### src/hdl/cpu_pkg.sv
package cpu_pkg;

    //////////////////////////////////////////////////////////////////////
    // widths and counts
    typedef logic [31:0] word_t;
    typedef logic [31:0] instr_t;
    typedef logic [4:0]  areg_t;
    typedef logic [5:0]  preg_t;

    localparam int NUM_AREGS = 32;
    localparam int NUM_PREGS = 64;

    // instruction field positions
    localparam int OPC_LSB = 26;  // 6 bit opcode
    localparam int RS_LSB  = 21;
    localparam int RT_LSB  = 16;
    localparam int RD_LSB  = 11;
    localparam int FN_LSB  = 0;   // 6 bit funct
    localparam int IMM_LSB = 0;   // 16 bit immediate

    //////////////////////////////////////////////////////////////////////
    // opcode and funct encodings, mips style
    localparam logic [5:0] OP_RTYPE = 6'h00;
    localparam logic [5:0] OP_ADDIU = 6'h09;
    localparam logic [5:0] OP_ANDI  = 6'h0c;
    localparam logic [5:0] OP_ORI   = 6'h0d;
    localparam logic [5:0] OP_LUI   = 6'h0f;

    localparam logic [5:0] FN_ADDU = 6'h21;
    localparam logic [5:0] FN_SUBU = 6'h23;
    localparam logic [5:0] FN_AND  = 6'h24;
    localparam logic [5:0] FN_OR   = 6'h25;
    localparam logic [5:0] FN_XOR  = 6'h26;
    localparam logic [5:0] FN_SLT  = 6'h2a;

    typedef enum logic [3:0] {
        ALU_NOP,
        ALU_ADDU,
        ALU_SUBU,
        ALU_AND,
        ALU_OR,
        ALU_XOR,
        ALU_SLT,
        ALU_ADDIU,
        ALU_ANDI,
        ALU_ORI,
        ALU_LUI
    } alu_op_e;

    //////////////////////////////////////////////////////////////////////
    // stage payloads
    typedef struct packed {
        alu_op_e alu_op;
        preg_t   p_rs;
        preg_t   p_rt;
        logic    use_imm;
        word_t   imm;     // already extended
        logic    we;
        areg_t   rd;      // logical destination
        preg_t   p_rd;    // newly allocated
        preg_t   p_old;   // freed when this one writes back
    } uop_t;

    typedef struct packed {
        logic  we;
        areg_t rd;
        preg_t p_rd;
        preg_t p_old;
        word_t data;
    } ex_result_t;

    typedef struct packed {
        logic  we;
        areg_t rd;
        word_t data;
    } commit_t;

endpackage
### src/hdl/rename_decode.sv
`timescale 1ns/1ps

module rename_decode (
    input  logic             clk,
    input  logic             rst,
    input  logic             i_instr_valid,
    input  cpu_pkg::instr_t  i_instr,
    input  cpu_pkg::preg_t   i_free_preg,
    output logic             o_alloc,
    output logic             o_uop_valid,
    output cpu_pkg::uop_t    o_uop
);
    import cpu_pkg::*;

    logic [5:0]  opcode;
    logic [5:0]  funct;
    logic [15:0] imm16;
    areg_t       l_rs, l_rt, l_rd, l_dst;
    logic        is_rtype;
    logic        dec_we;
    alu_op_e     op;
    word_t       imm_ext;
    uop_t        uop_d;

    preg_t map_table [NUM_AREGS];  // logical to physical

    assign opcode   = i_instr[OPC_LSB +: 6];
    assign funct    = i_instr[FN_LSB +: 6];
    assign imm16    = i_instr[IMM_LSB +: 16];
    assign l_rs     = i_instr[RS_LSB +: 5];
    assign l_rt     = i_instr[RT_LSB +: 5];
    assign l_rd     = i_instr[RD_LSB +: 5];
    assign is_rtype = (opcode == OP_RTYPE);
    assign l_dst    = is_rtype ? l_rd : l_rt;

    //////////////////////////////////////////////////////////////////////
    // opcode decode, anything unknown becomes a bubble
    always_comb begin
        op = ALU_NOP;
        if (is_rtype) begin
            case (funct)
                FN_ADDU: op = ALU_ADDU;
                FN_SUBU: op = ALU_SUBU;
                FN_AND:  op = ALU_AND;
                FN_OR:   op = ALU_OR;
                FN_XOR:  op = ALU_XOR;
                FN_SLT:  op = ALU_SLT;
                default: op = ALU_NOP;
            endcase
        end else begin
            case (opcode)
                OP_ADDIU: op = ALU_ADDIU;
                OP_ANDI:  op = ALU_ANDI;
                OP_ORI:   op = ALU_ORI;
                OP_LUI:   op = ALU_LUI;
                default:  op = ALU_NOP;
            endcase
        end
    end

    always_comb begin
        case (op)
            ALU_ADDIU: imm_ext = {{16{imm16[15]}}, imm16};
            ALU_LUI:   imm_ext = {imm16, 16'h0000};
            default:   imm_ext = {16'h0000, imm16};  // andi, ori
        endcase
    end

    assign dec_we  = (op != ALU_NOP) && (l_dst != '0);
    assign o_alloc = i_instr_valid && dec_we;  // free list head taken this cycle

    always_comb begin
        uop_d.alu_op  = op;
        uop_d.p_rs    = map_table[l_rs];
        uop_d.p_rt    = map_table[l_rt];
        uop_d.use_imm = !is_rtype;
        uop_d.imm     = imm_ext;
        uop_d.we      = dec_we;
        uop_d.rd      = l_dst;
        uop_d.p_rd    = i_free_preg;
        uop_d.p_old   = map_table[l_dst];
    end

    //////////////////////////////////////////////////////////////////////
    // map table, identity after reset
    always_ff @(posedge clk or negedge rst) begin
        if (!rst) begin
            for (int i = 0; i < NUM_AREGS; i++) begin
                map_table[i] <= preg_t'(i);
            end
        end else if (o_alloc) begin
            map_table[l_dst] <= i_free_preg;
        end
    end

    // decode to execute register
    always_ff @(posedge clk or negedge rst) begin
        if (!rst) begin
            o_uop_valid <= 1'b0;
        end else begin
            o_uop_valid <= i_instr_valid;
        end
    end

    always_ff @(posedge clk) begin
        if (i_instr_valid) begin
            o_uop <= uop_d;
        end
    end

endmodule

### config.mk
export PLATFORM = sky130hd
export DESIGN_NAME = rename_decode
export DESIGN_NICKNAME = d
export VERILOG_FILES = /design/src/hdl/cpu_pkg.sv /design/src/hdl/rename_decode.sv
export SDC_FILE = /design/constraint.sdc
export NUM_CORES = 1
export LEC_CHECK = 0
export BUFFER_PORTS_ARGS = -buffer_cell sky130_fd_sc_hd__buf_2
export CORE_UTILIZATION = 56
export DETAILED_ROUTE_END_ITERATION = 8
export GPL_TIMING_DRIVEN = 0
export HOLD_SLACK_MARGIN = 0.12
export PLACE_DENSITY_LB_ADDON = 0.08
export SYNTH_ARGS = -nofsm -noshare
export SYNTH_HDL_FRONTEND = slang
export SYNTH_SLANG_ARGS = --single-unit
### constraint.sdc
create_clock -name clk -period 2.33 [get_ports clk]
set_clock_uncertainty 0.2 [all_clocks]
set_input_delay 0.233 -clock clk [delete_from_list [all_inputs] [get_ports clk]]
set_output_delay 0.233 -clock clk [all_outputs]
set_load 0.005 [all_outputs]
==> impl_metrics.py, run 1 <==
metrics = {
    "run_status": {
        "status": "finished, violations left",
        "violations": "setup timing",
    },
    "clock_network": {
        "cts_tree": "yes",
        "clockBufferDepth": 3,
        "cts_buffers": 29,
        "root_buffer": "clkbuf_16",
        "clk_pin_slew_ps": 60,
        "clk_latency_ps": 560,
        "cts.sinks": 260,
        "htreeDepth": 1,
    },
    "final_layout": {
        "area_growth_syn_to_layout_pct": 24.2,
        "final_area_um2": 19700,
        "antenna-diode-count": 0,
        "drive_gt1_frac": 0.533,
        "fill_cells": 1983,
        "fin_nets": 1488,
    },
    "synthesis": {
        "async_reset_ff_frac": 0.742,
        "syn_area_per_cell_um2": 13.0,
        "postSynthCellCount": 1221,
        "synthDistinctLibCells": 69,
        "seq_area_frac_synth": 0.438,
        "synth-main-ff-cell": "dfrtp_1",
        "synth_edf_count": 67,
        "yosys_warnings": 0,
        "mappedNetlistNets": 1262,
        "synth_seq_cells": 260,
        "syn-cell-area_um2": 15900,
    },
    "drt": {
        "drtPass1Iterations": 6,
        "vias": 13200,
        "viasPerCell": 7.12,
        "drc_errors": 0,
        "postRouteAntennaNets": 0,
        "drt_wl_total_mm": 61.8,
        "wire_per_inst_um": 33.5,
        "dr.first_iter.drc_count": 1611,
    },
    "sta": {
        "worst_pin_slew_ps": 1240,
        "setup_viol": 39,
        "relSlewSlack": 0.171,
        "fmax_mhz": 399,
        "drv_slew": 0,
        "finalCritPeriodShare": 1.08,
        "rsz0062_at_grt": "yes",
        "min_period_ps": 2510,
        "finalHoldViolations": 0,
        "worst_slack_ps": -179,
    },
    "power_and_ir_drop": {
        "power_density_nw_per_um2": 582,
        "pwr-share-clk": 0.408,
        "combPwrFrac": 0.139,
        "switching_share": 0.272,
        "p_int_mw": 8.34,
        "seqPwrFrac": 0.453,
        "ir_drop_mv": 0.657,
        "total_leakage_power_nw": 8.05,
        "net-switching-power_mw": 3.11,
    },
    "worst_setup_path": {
        "cpMaxStageDelayCell": "a2111oi_4",
        "slowest_delay_ps": 430,
        "path_buf_inv": 5,
        "setup.worst_path.start_class": "input port",
        "end_kind": "register",
        "path_cells": "buf_2, nor2_4, buf_4, buf_4, nand3_1, clkbuf_8, buf_4, nand3_1, a21oi_1, a2111oi_4, nand4b_1",
        "required_ps": 2390,
        "crit_top_cell": "buf_4",
        "crit_path_max_fanout": 10,
        "cp.arrival_ps": 2570,
        "path_delay_family": "buffers and inverters",
        "crit_type": "input port to register",
    },
    "floorplan": {
        "core_um2": 27800,
        "fp.dieW_um": 170,
        "num_rows": 61,
        "die-height_um": 170,
        "die_area_um2": 29000,
        "start_util": 0.571,
        "io_pins": 110,
    },
    "global_route": {
        "grt_overflow": 0,
        "grt_pass1_vias": 12700,
        "busiest_layer": "met2",
        "grt.total_usage": 0.436,
        "use_met1": 0.585,
        "grt_pass1_wl_mm": 88.4,
        "use_met2": 0.617,
        "antenna_found_initial": 4,
        "grt_max_degree": 123,
        "use_met3": 0.123,
    },
    "flow_run": {
        "max_cap_viol_count": 0,
    },
    "place": {
        "postPlaceCellArea_um2": 17200,
        "place_congestion": 1.06,
        "place_worst_setup_slack_ps": -1550,
        "hpwl_mm": 43.7,
        "port_buffers": 99,
    },
    "min_path": {
        "hold_path.class": "input port to register",
    },
}
cell usage in the layout (no fill, tap or decap), types with 38 or more instances in the layout:
cell           instances
nand3_1               52
nand2_1               45
buf_4                 65
mux2_2               153
dlygate4sd3_1         38
edfxtp_1              67
mux4_2               120
dfrtp_1              112
clkbuf_1              46
dfstp_2               80
o21ai_0               50
mux2_4                40
buf_2                 98
a21o_1                49
worst paths after layout:
kind | from | to | slack, ps | depth (start not counted)
max in group asynchronous | rst | map_table[13] | 300 | 4
hold / removal | i_instr[13] | o_uop[14] | 180 | 4
setup / recovery | i_instr[31] | o_uop[5] | -180 | 11
hold reg to reg | map_table[189] | map_table[189] | 340 | 1
setup reg to reg | map_table[2] | o_uop[59] | -20 | 3
min in group asynchronous | rst | map_table[179] | 590 | 3
cells in the mapped netlist (6+ instances only):
cell type / n / area (um^2)
nor4_1: 7 / 43.8
or3_1: 14 / 87.6
inv_1: 8 / 30.0
nor2_1: 27 / 101
mux4_2: 120 / 2700
nand2_1: 49 / 184
o22ai_1: 7 / 43.8
o221ai_1: 6 / 52.6
mux2_2: 163 / 1840
and3_1: 6 / 37.5
o22a_1: 6 / 52.6
nor3_1: 6 / 30.0
dfstp_2: 80 / 2100
or2_2: 6 / 37.5
edfxtp_1: 67 / 2010
a21o_1: 49 / 368
buf_2: 10 / 50.1
dfrtp_1: 113 / 2830
a21oi_1: 25 / 125
nand2b_1: 28 / 175
nand3_1: 52 / 260
buf_1: 19 / 71.3
mux2_4: 30 / 450
a311oi_1: 13 / 114
o2111a_1: 13 / 146
a211oi_1: 18 / 135
nor2b_1: 14 / 87.6
clkbuf_1: 96 / 360
mux2i_1: 30 / 300
o21ai_0: 57 / 285
through the flow:
stage | std cells | setup TNS [ps] | hold slack, ps | power, mW | util
floorplan | 1221 | -59610 | -263 | 5.95 | -
global placement | 1698 | -610690 | 264 | 6.58 | 0.617
detailed placement | 1700 | -197890 | 43.1 | 6.62 | 0.619
CTS | 1834 | -323 | 142 | 11.4 | 0.698
global route | 1847 | -2660 | 202 | 11.7 | 0.709
finish | 1847 | -1800 | 180 | 11.5 | 0.709
routing by layer:
layer,vias to the layer above,share of wire
li1,5231,-
met1,6615,0.37
met2,1037,0.42
met3,270,0.13
met4,2,0.075
met5,-,0.00021
area by class of cell:
class,instances,area [um^2],area share
Buffer,120,800,0.0406
Multi-Input combinational cell,821,8900,0.452
Sequential cell,260,6940,0.353
Timing Repair Buffer,205,1570,0.0796
Clock inverter,16,160,0.00813
Tap cell,378,473,0.0240
Clock buffer,37,807,0.0410
Inverter,10,45.0,0.00229
timing repair:
action	in CTS	in global routing
hold buffers	37	1
resized for setup	122	65
setup endpoints to repair	231	172
setup buffers	47	17
hold endpoints to repair	199	3
cloned	2	0
pin swaps	24	15
worst register-to-register path: stages, from the launching register on:
cell and delay [ps]:
dfstp_2 400, mux4_2 590, mux4_2 600, mux2_2 310
registers in the layout, summed over array words and instances, names as in the netlist:
signal / flops
map_table: 192
o_uop: 67
o_uop_valid: 1
kinds of logic after synthesis:
family / Yosys count / share of synthesized area
XOR/XNOR: 3 / 0.00166
buffers and inverters: 140 / 0.0354
AO/OA/AOI/OAI: 235 / 0.106
AND/OR/NAND/NOR: 240 / 0.0858
flip-flops: 260 / 0.438
multiplexers: 343 / 0.334
power by group through the flow:
stage | Combinational (mW) | Sequential (mW) | Clock, mW
after CTS | 1.50 | 5.17 | 4.70
after floorplan | 0.791 | 5.16 | 0
final | 1.59 | 5.19 | 4.67
after global placement | 1.34 | 5.24 | 0
after detailed placement | 1.37 | 5.25 | 0
after global routing | 1.65 | 5.20 | 4.85
Note: power is estimated with default switching activity, not from simulation.
==> run 2, diff against run 1 <==
--- a/config.mk
+++ b/config.mk
@@ -6,7 +6,9 @@
 export NUM_CORES = 1
 export LEC_CHECK = 0
 export BUFFER_PORTS_ARGS = -buffer_cell sky130_fd_sc_hd__buf_2
-export CORE_UTILIZATION = 56
+export CELL_PAD_IN_SITES_DETAIL_PLACEMENT = 1
+export CELL_PAD_IN_SITES_GLOBAL_PLACEMENT = 1
+export CORE_UTILIZATION = 46
 export DETAILED_ROUTE_END_ITERATION = 8
 export GPL_TIMING_DRIVEN = 0
 export HOLD_SLACK_MARGIN = 0.12
==> run 2 against run 1 <==
Against the previous run:
- the run still ends with setup timing left
- sequential cell count did not move
- cell count grew 3.1%
- largest power group unchanged
- register-to-register slack improved by 50 ps
==> impl_metrics.py, run 2 (synthesized netlist as in run 1, its figures left out) <==
metrics = {
    "drt": {
        "dr.first_iter.drc_count": 1734,
        "postRouteAntennaNets": 0,
        "routed-wl-met2_mm": 29.0,
        "wire_per_inst_um": 34.4,
        "wl_met1_mm": 25.6,
        "drtPass1Iterations": 5,
        "wl_met3_mm": 6.96,
        "drt_wl_total_mm": 65.4,
        "viasPerCell": 6.83,
        "top_layer_used": "met5",
        "drc_errors": 0,
        "vias": 13000,
    },
    "floorplan": {
        "fp.dieW_um": 188,
        "start_util": 0.470,
        "io_pins": 110,
        "die-height_um": 188,
        "num_rows": 67,
        "die_area_um2": 35200,
        "core_um2": 33700,
    },
    "worst_setup_path": {
        "crit_path_max_fanout": 8,
        "setup.worst_path.start_class": "input port",
        "path_buf_inv": 4,
        "path_cells": "buf_8, or4_4, buf_12, nor2_8, inv_8, buf_12, a311oi_2, o21a_1, o221ai_2, or4_4",
        "cp.arrival_ps": 2610,
        "ff2ff_path_depth": 3,
        "required_ps": 2450,
        "cpMaxStageDelayCell": "or4_4",
        "slowest_delay_ps": 580,
        "end_kind": "register",
        "crit_type": "input port to register",
        "crit_cells": 10,
        "ff2ff_setup_slack_ps": 30,
        "path_delay_family": "simple AND/OR/NAND/NOR gates",
    },
    "final_layout": {
        "final_cell_mix": "mux2_2, mux4_2, dfrtp_1",
        "fin_nets": 1473,
        "layout.cells.non_filler": 1904,
        "ff_latch_area_um2": 6940,
        "multi_input_area_um2": 8950,
        "fin_util": 0.587,
        "drive_gt1_frac": 0.531,
        "area_growth_syn_to_layout_pct": 24.7,
        "reg_top3": "map_table (192), o_uop (67), o_uop_valid (1)",
        "fill_cells": 3336,
        "final_common_cell": "mux2_2",
        "top_register": "map_table",
        "largest_register_ffs": 192,
    },
    "sta": {
        "min_period_ps": 2490,
        "relSlewSlack": 0.164,
        "finalCritPeriodShare": 1.07,
        "worst_slack_ps": -163,
        "setup_viol": 33,
        "fmax_mhz": 401,
        "whs_ps": 102,
        "finalHoldViolations": 0,
        "rsz0062_at_grt": "yes",
        "fin_setup_tns_ps": -1450,
        "drv_slew": 0,
        "worst_pin_slew_ps": 1250,
    },
    "clock_network": {
        "clk_latency_ps": 590,
        "cts.sinks": 260,
        "root_buffer": "clkbuf_16",
        "cts_buffers": 29,
        "clockBufferDepth": 3,
        "htreeDepth": 1,
        "clk_pin_slew_ps": 70,
        "cts_tree": "yes",
    },
    "run_status": {
        "violations": "setup timing",
        "status": "finished, violations left",
    },
    "place": {
        "port_buffers": 99,
        "placed_cells": 1770,
        "place_congestion": 0.968,
        "hpwl_mm": 47.0,
    },
    "global_route": {
        "grt_pass1_vias": 13300,
        "grt_overflow": 0,
        "grt_max_degree": 101,
        "antenna_found_initial": 6,
        "grt.total_usage": 0.375,
        "grt_pass1_wl_mm": 94.4,
    },
    "min_path": {
        "hold_path.class": "input port to asynchronous set/reset pin",
    },
    "power_and_ir_drop": {
        "total_leakage_power_nw": 7.98,
        "ir_drop_mv": 0.532,
        "power_density_nw_per_um2": 594,
    },
    "flow_run": {
        "max_cap_viol_count": 0,
    },
}
run 2: cell count changes in the layout (fill, tap and decap cells not counted), moves of 6 or more:
cell	delta
mux2_2	+7
buf_2	+6
clkbuf_2	-6
buf_4	-19
mux2_4	-7
run 2: worst paths after layout:
path                                     start             end
worst max-delay path               i_instr[26]        o_uop[4]
worst min-delay path                       rst  map_table[148]
worst max register to register   map_table[13]       o_uop[58]
worst min register to register  map_table[186]  map_table[186]
max in group asynchronous                  rst   map_table[15]
min in group clk                   i_instr[12]       o_uop[30]
run 2: final cells by class:
| cell class | count | share of cell area |
|---|---|---|
| timing repair buffer | 187 | 0.0733 |
| multi-input combinational | 821 | 0.453 |
| inverter | 10 | 0.00253 |
| buffer | 123 | 0.0396 |
| tap | 448 | 0.0284 |
| clock inverter | 17 | 0.00956 |
| sequential | 260 | 0.351 |
| antenna | 1 | 0.000127 |
| clock buffer | 37 | 0.0424 |
run 2: repair_timing:
action	CTS	global route
pin swaps	31	25
setup buffers	36	12
hold endpoints to repair	158	3
setup endpoints to repair	235	159
resized for setup	106	69
cloned	1	0
hold buffers	36	1
run 2: power by group:
part | internal [mW] | switching, mW | leakage [nW]
Combinational | 0.676 | 0.908 | 4.43
Sequential | 4.96 | 0.236 | 3.05
Clock | 2.89 | 2.07 | 0.497
run 2: layer usage:
metal  track usage  vias to the layer above
li1              -                     5197
met1         0.511                     6751
met2         0.563                      845
met3        0.0855                      208
met4         0.188                        4
met5             0                        -
run 2: through the flow:
step | power, mW | worst slack [ps] | instance area (um^2)
after floorplan | 5.95 | -422 | 16200
after global placement | 6.60 | -2490 | 17200
after detailed placement | 6.65 | -1630 | 17300
after CTS | 11.7 | -145 | 19500
after global routing | 12.0 | -200 | 19800
final | 11.7 | -163 | 19800
run 2: worst register-to-register path, stage by stage, from the launching register on:
cell     delay, ps
dfrtp_1        480
mux4_2         500
mux4_2         570
mux2_2         310
==> run 3, diff against run 2 <==
--- a/config.mk
+++ b/config.mk
@@ -8,7 +8,7 @@
 export BUFFER_PORTS_ARGS = -buffer_cell sky130_fd_sc_hd__buf_2
 export CELL_PAD_IN_SITES_DETAIL_PLACEMENT = 1
 export CELL_PAD_IN_SITES_GLOBAL_PLACEMENT = 1
-export CORE_UTILIZATION = 46
+export CORE_UTILIZATION = 51
 export DETAILED_ROUTE_END_ITERATION = 8
 export GPL_TIMING_DRIVEN = 0
 export HOLD_SLACK_MARGIN = 0.12
==> constraint.sdc (replaced) <==
create_clock -name clk -period 2.74 [get_ports clk]
set_clock_uncertainty 0.2 [all_clocks]
set_input_delay 0.274 -clock clk [delete_from_list [all_inputs] [get_ports clk]]
set_output_delay 0.274 -clock clk [all_outputs]
set_load 0.005 [all_outputs]
==> run 3 against run 2 <==
Against the previous run:
- the flow still finishes with violations (setup timing)
- design area is 5.7% lower
- non-clock buffer count is 43 lower
- core utilization is 2.3 points higher
- largest power group unchanged
==> impl_metrics.py, run 3 (synthesized netlist as in run 1, its figures left out) <==
metrics = {
    "run_status": {
        "status": "finished, violations left",
        "violations": "setup timing",
    },
    "final_layout": {
        "final_cell_mix": "mux2_2, mux4_2, dfrtp_1",
        "reg_top3": "map_table (192), o_uop (67), o_uop_valid (1)",
        "top_register": "map_table",
        "fin_nets": 1429,
        "final_common_cell": "mux2_2",
        "largest_register_ffs": 192,
        "drive_gt1_frac": 0.474,
        "area_growth_syn_to_layout_pct": 17.5,
        "final_area_um2": 18600,
        "fill_cells": 3030,
        "antenna-diode-count": 0,
        "ff_latch_area_um2": 6940,
        "multi_input_area_um2": 8530,
        "fin_util": 0.609,
    },
    "power_and_ir_drop": {
        "combPwrFrac": 0.127,
        "p_int_mw": 7.23,
        "finalPower_mw": 9.97,
        "net-switching-power_mw": 2.73,
        "seqPwrFrac": 0.444,
        "ir_drop_mv": 0.812,
        "power_density_nw_per_um2": 535,
        "pwr-share-clk": 0.429,
        "total_leakage_power_nw": 7.49,
        "switching_share": 0.274,
    },
    "drt": {
        "viasPerCell": 7.27,
        "postRouteAntennaNets": 0,
        "drt_wl_total_mm": 64.7,
        "drtPass1Iterations": 5,
        "wire_per_inst_um": 35.8,
        "drc_errors": 0,
        "vias": 13100,
        "dr.first_iter.drc_count": 1877,
    },
    "place": {
        "hpwl_mm": 45.7,
        "postPlaceCellArea_um2": 17000,
        "place_congestion": 1.01,
        "place_worst_setup_slack_ps": -1270,
        "port_buffers": 99,
    },
    "worst_setup_path": {
        "setup.worst_path.start_class": "input port",
        "cp.arrival_ps": 2840,
        "required_ps": 2810,
        "end_kind": "register",
        "crit_path_max_fanout": 10,
        "crit_type": "input port to register",
    },
    "global_route": {
        "grt.total_usage": 0.419,
        "use_met2": 0.625,
        "grt_max_degree": 104,
        "antenna_found_initial": 0,
        "busiest_layer": "met2",
        "grt_pass1_wl_mm": 93.7,
        "grt_overflow": 0,
        "use_met3": 0.0972,
        "use_met1": 0.570,
        "grt_pass1_vias": 13200,
    },
    "floorplan": {
        "num_rows": 64,
        "die-height_um": 178,
        "die_area_um2": 31800,
        "fp.dieW_um": 178,
        "start_util": 0.518,
        "core_um2": 30600,
        "io_pins": 110,
    },
    "clock_network": {
        "clk_pin_slew_ps": 70,
        "clk_latency_ps": 570,
        "clockBufferDepth": 3,
        "htreeDepth": 1,
        "cts.sinks": 260,
        "root_buffer": "clkbuf_16",
        "cts_buffers": 28,
        "cts_tree": "yes",
    },
    "sta": {
        "setup_viol": 9,
        "min_period_ps": 2770,
        "finalCritPeriodShare": 1.01,
        "rsz0062_at_grt": "yes",
        "relSlewSlack": 0.141,
        "fmax_mhz": 361,
        "drv_slew": 0,
        "worst_pin_slew_ps": 1290,
        "worst_slack_ps": -31.2,
        "finalHoldViolations": 0,
    },
    "min_path": {
        "hold_path.class": "input port to asynchronous set/reset pin",
    },
    "flow_run": {
        "max_cap_viol_count": 0,
    },
}
==> run 3: timing repair <==
item	CTS	global route
pin swaps	4	5
endpoints found under the hold margin	144	2
setup endpoints to repair	141	149
gates cloned	0	0
gates resized for setup	51	44
hold buffers	33	2
setup buffers	4	7
==> run 3: stage by stage <==
stage | instances | TNS [ps] | hold slack, ps
2_1_floorplan | 1221 | -85.4 | -222
3_3_place_gp | 1716 | -475950 | 284
3_5_place_dp | 1718 | -154960 | 137
4_1_cts | 1806 | -63.5 | 123
5_1_grt | 1806 | -126 | 150
6_report | 1806 | -151 | 94.9
==> run 3: path summary, 6_finish.rpt <==
| check | from | end | slack (ps) | cells after the start |
|---|---|---|---|---|
| hold reg to reg | map_table[191] | map_table[191] | 320 | 1 |
| setup reg to reg | map_table[19] | o_uop[58] | 370 | 3 |
| setup / recovery | i_instr[31] | o_uop[5] | -30 | 11 |
| min in group clk | i_instr[28] | o_uop[28] | 150 | 4 |
| hold / removal | rst | map_table[179] | 90 | 2 |
| max in group asynchronous | rst | map_table[49] | 1240 | 3 |
==> run 3: power groups by stage <==
stage / Combinational [mW] / Sequential [mW] / Clock (mW)
6_report: 1.27 / 4.42 / 4.28
3_3_place_gp: 1.12 / 4.46 / 0
5_1_grt: 1.32 / 4.44 / 4.39
2_1_floorplan: 0.656 / 4.39 / 0
3_5_place_dp: 1.15 / 4.47 / 0
4_1_cts: 1.21 / 4.41 / 4.27
==> run 3: layout make-up <==
| cell class | count | share of cell area |
|---|---|---|
| multi-input cells | 821 | 0.458 |
| repair buffers | 147 | 0.0543 |
| clock inverters | 18 | 0.0138 |
| flip-flops and latches | 260 | 0.373 |
| inverters | 10 | 0.00215 |
| plain buffers | 120 | 0.0316 |
| well taps | 396 | 0.0266 |
| clock buffers | 34 | 0.0412 |
==> run 3: routing by layer <==
metal  wire length (um)  share of wire
met1              24800           0.38
met2              28600           0.44
met3               7260           0.11
met4               4070          0.063
met5                  0              0
==> run 3: worst max-delay path, cell delays in order <==
cell	delay [ps]
buf_2	110
nor2_2	240
clkbuf_4	270
buf_2	270
nand3_1	210
clkbuf_2	260
buf_2	250
nand3_1	130
a21oi_1	80
a2111oi_2	490
nand4b_1	250
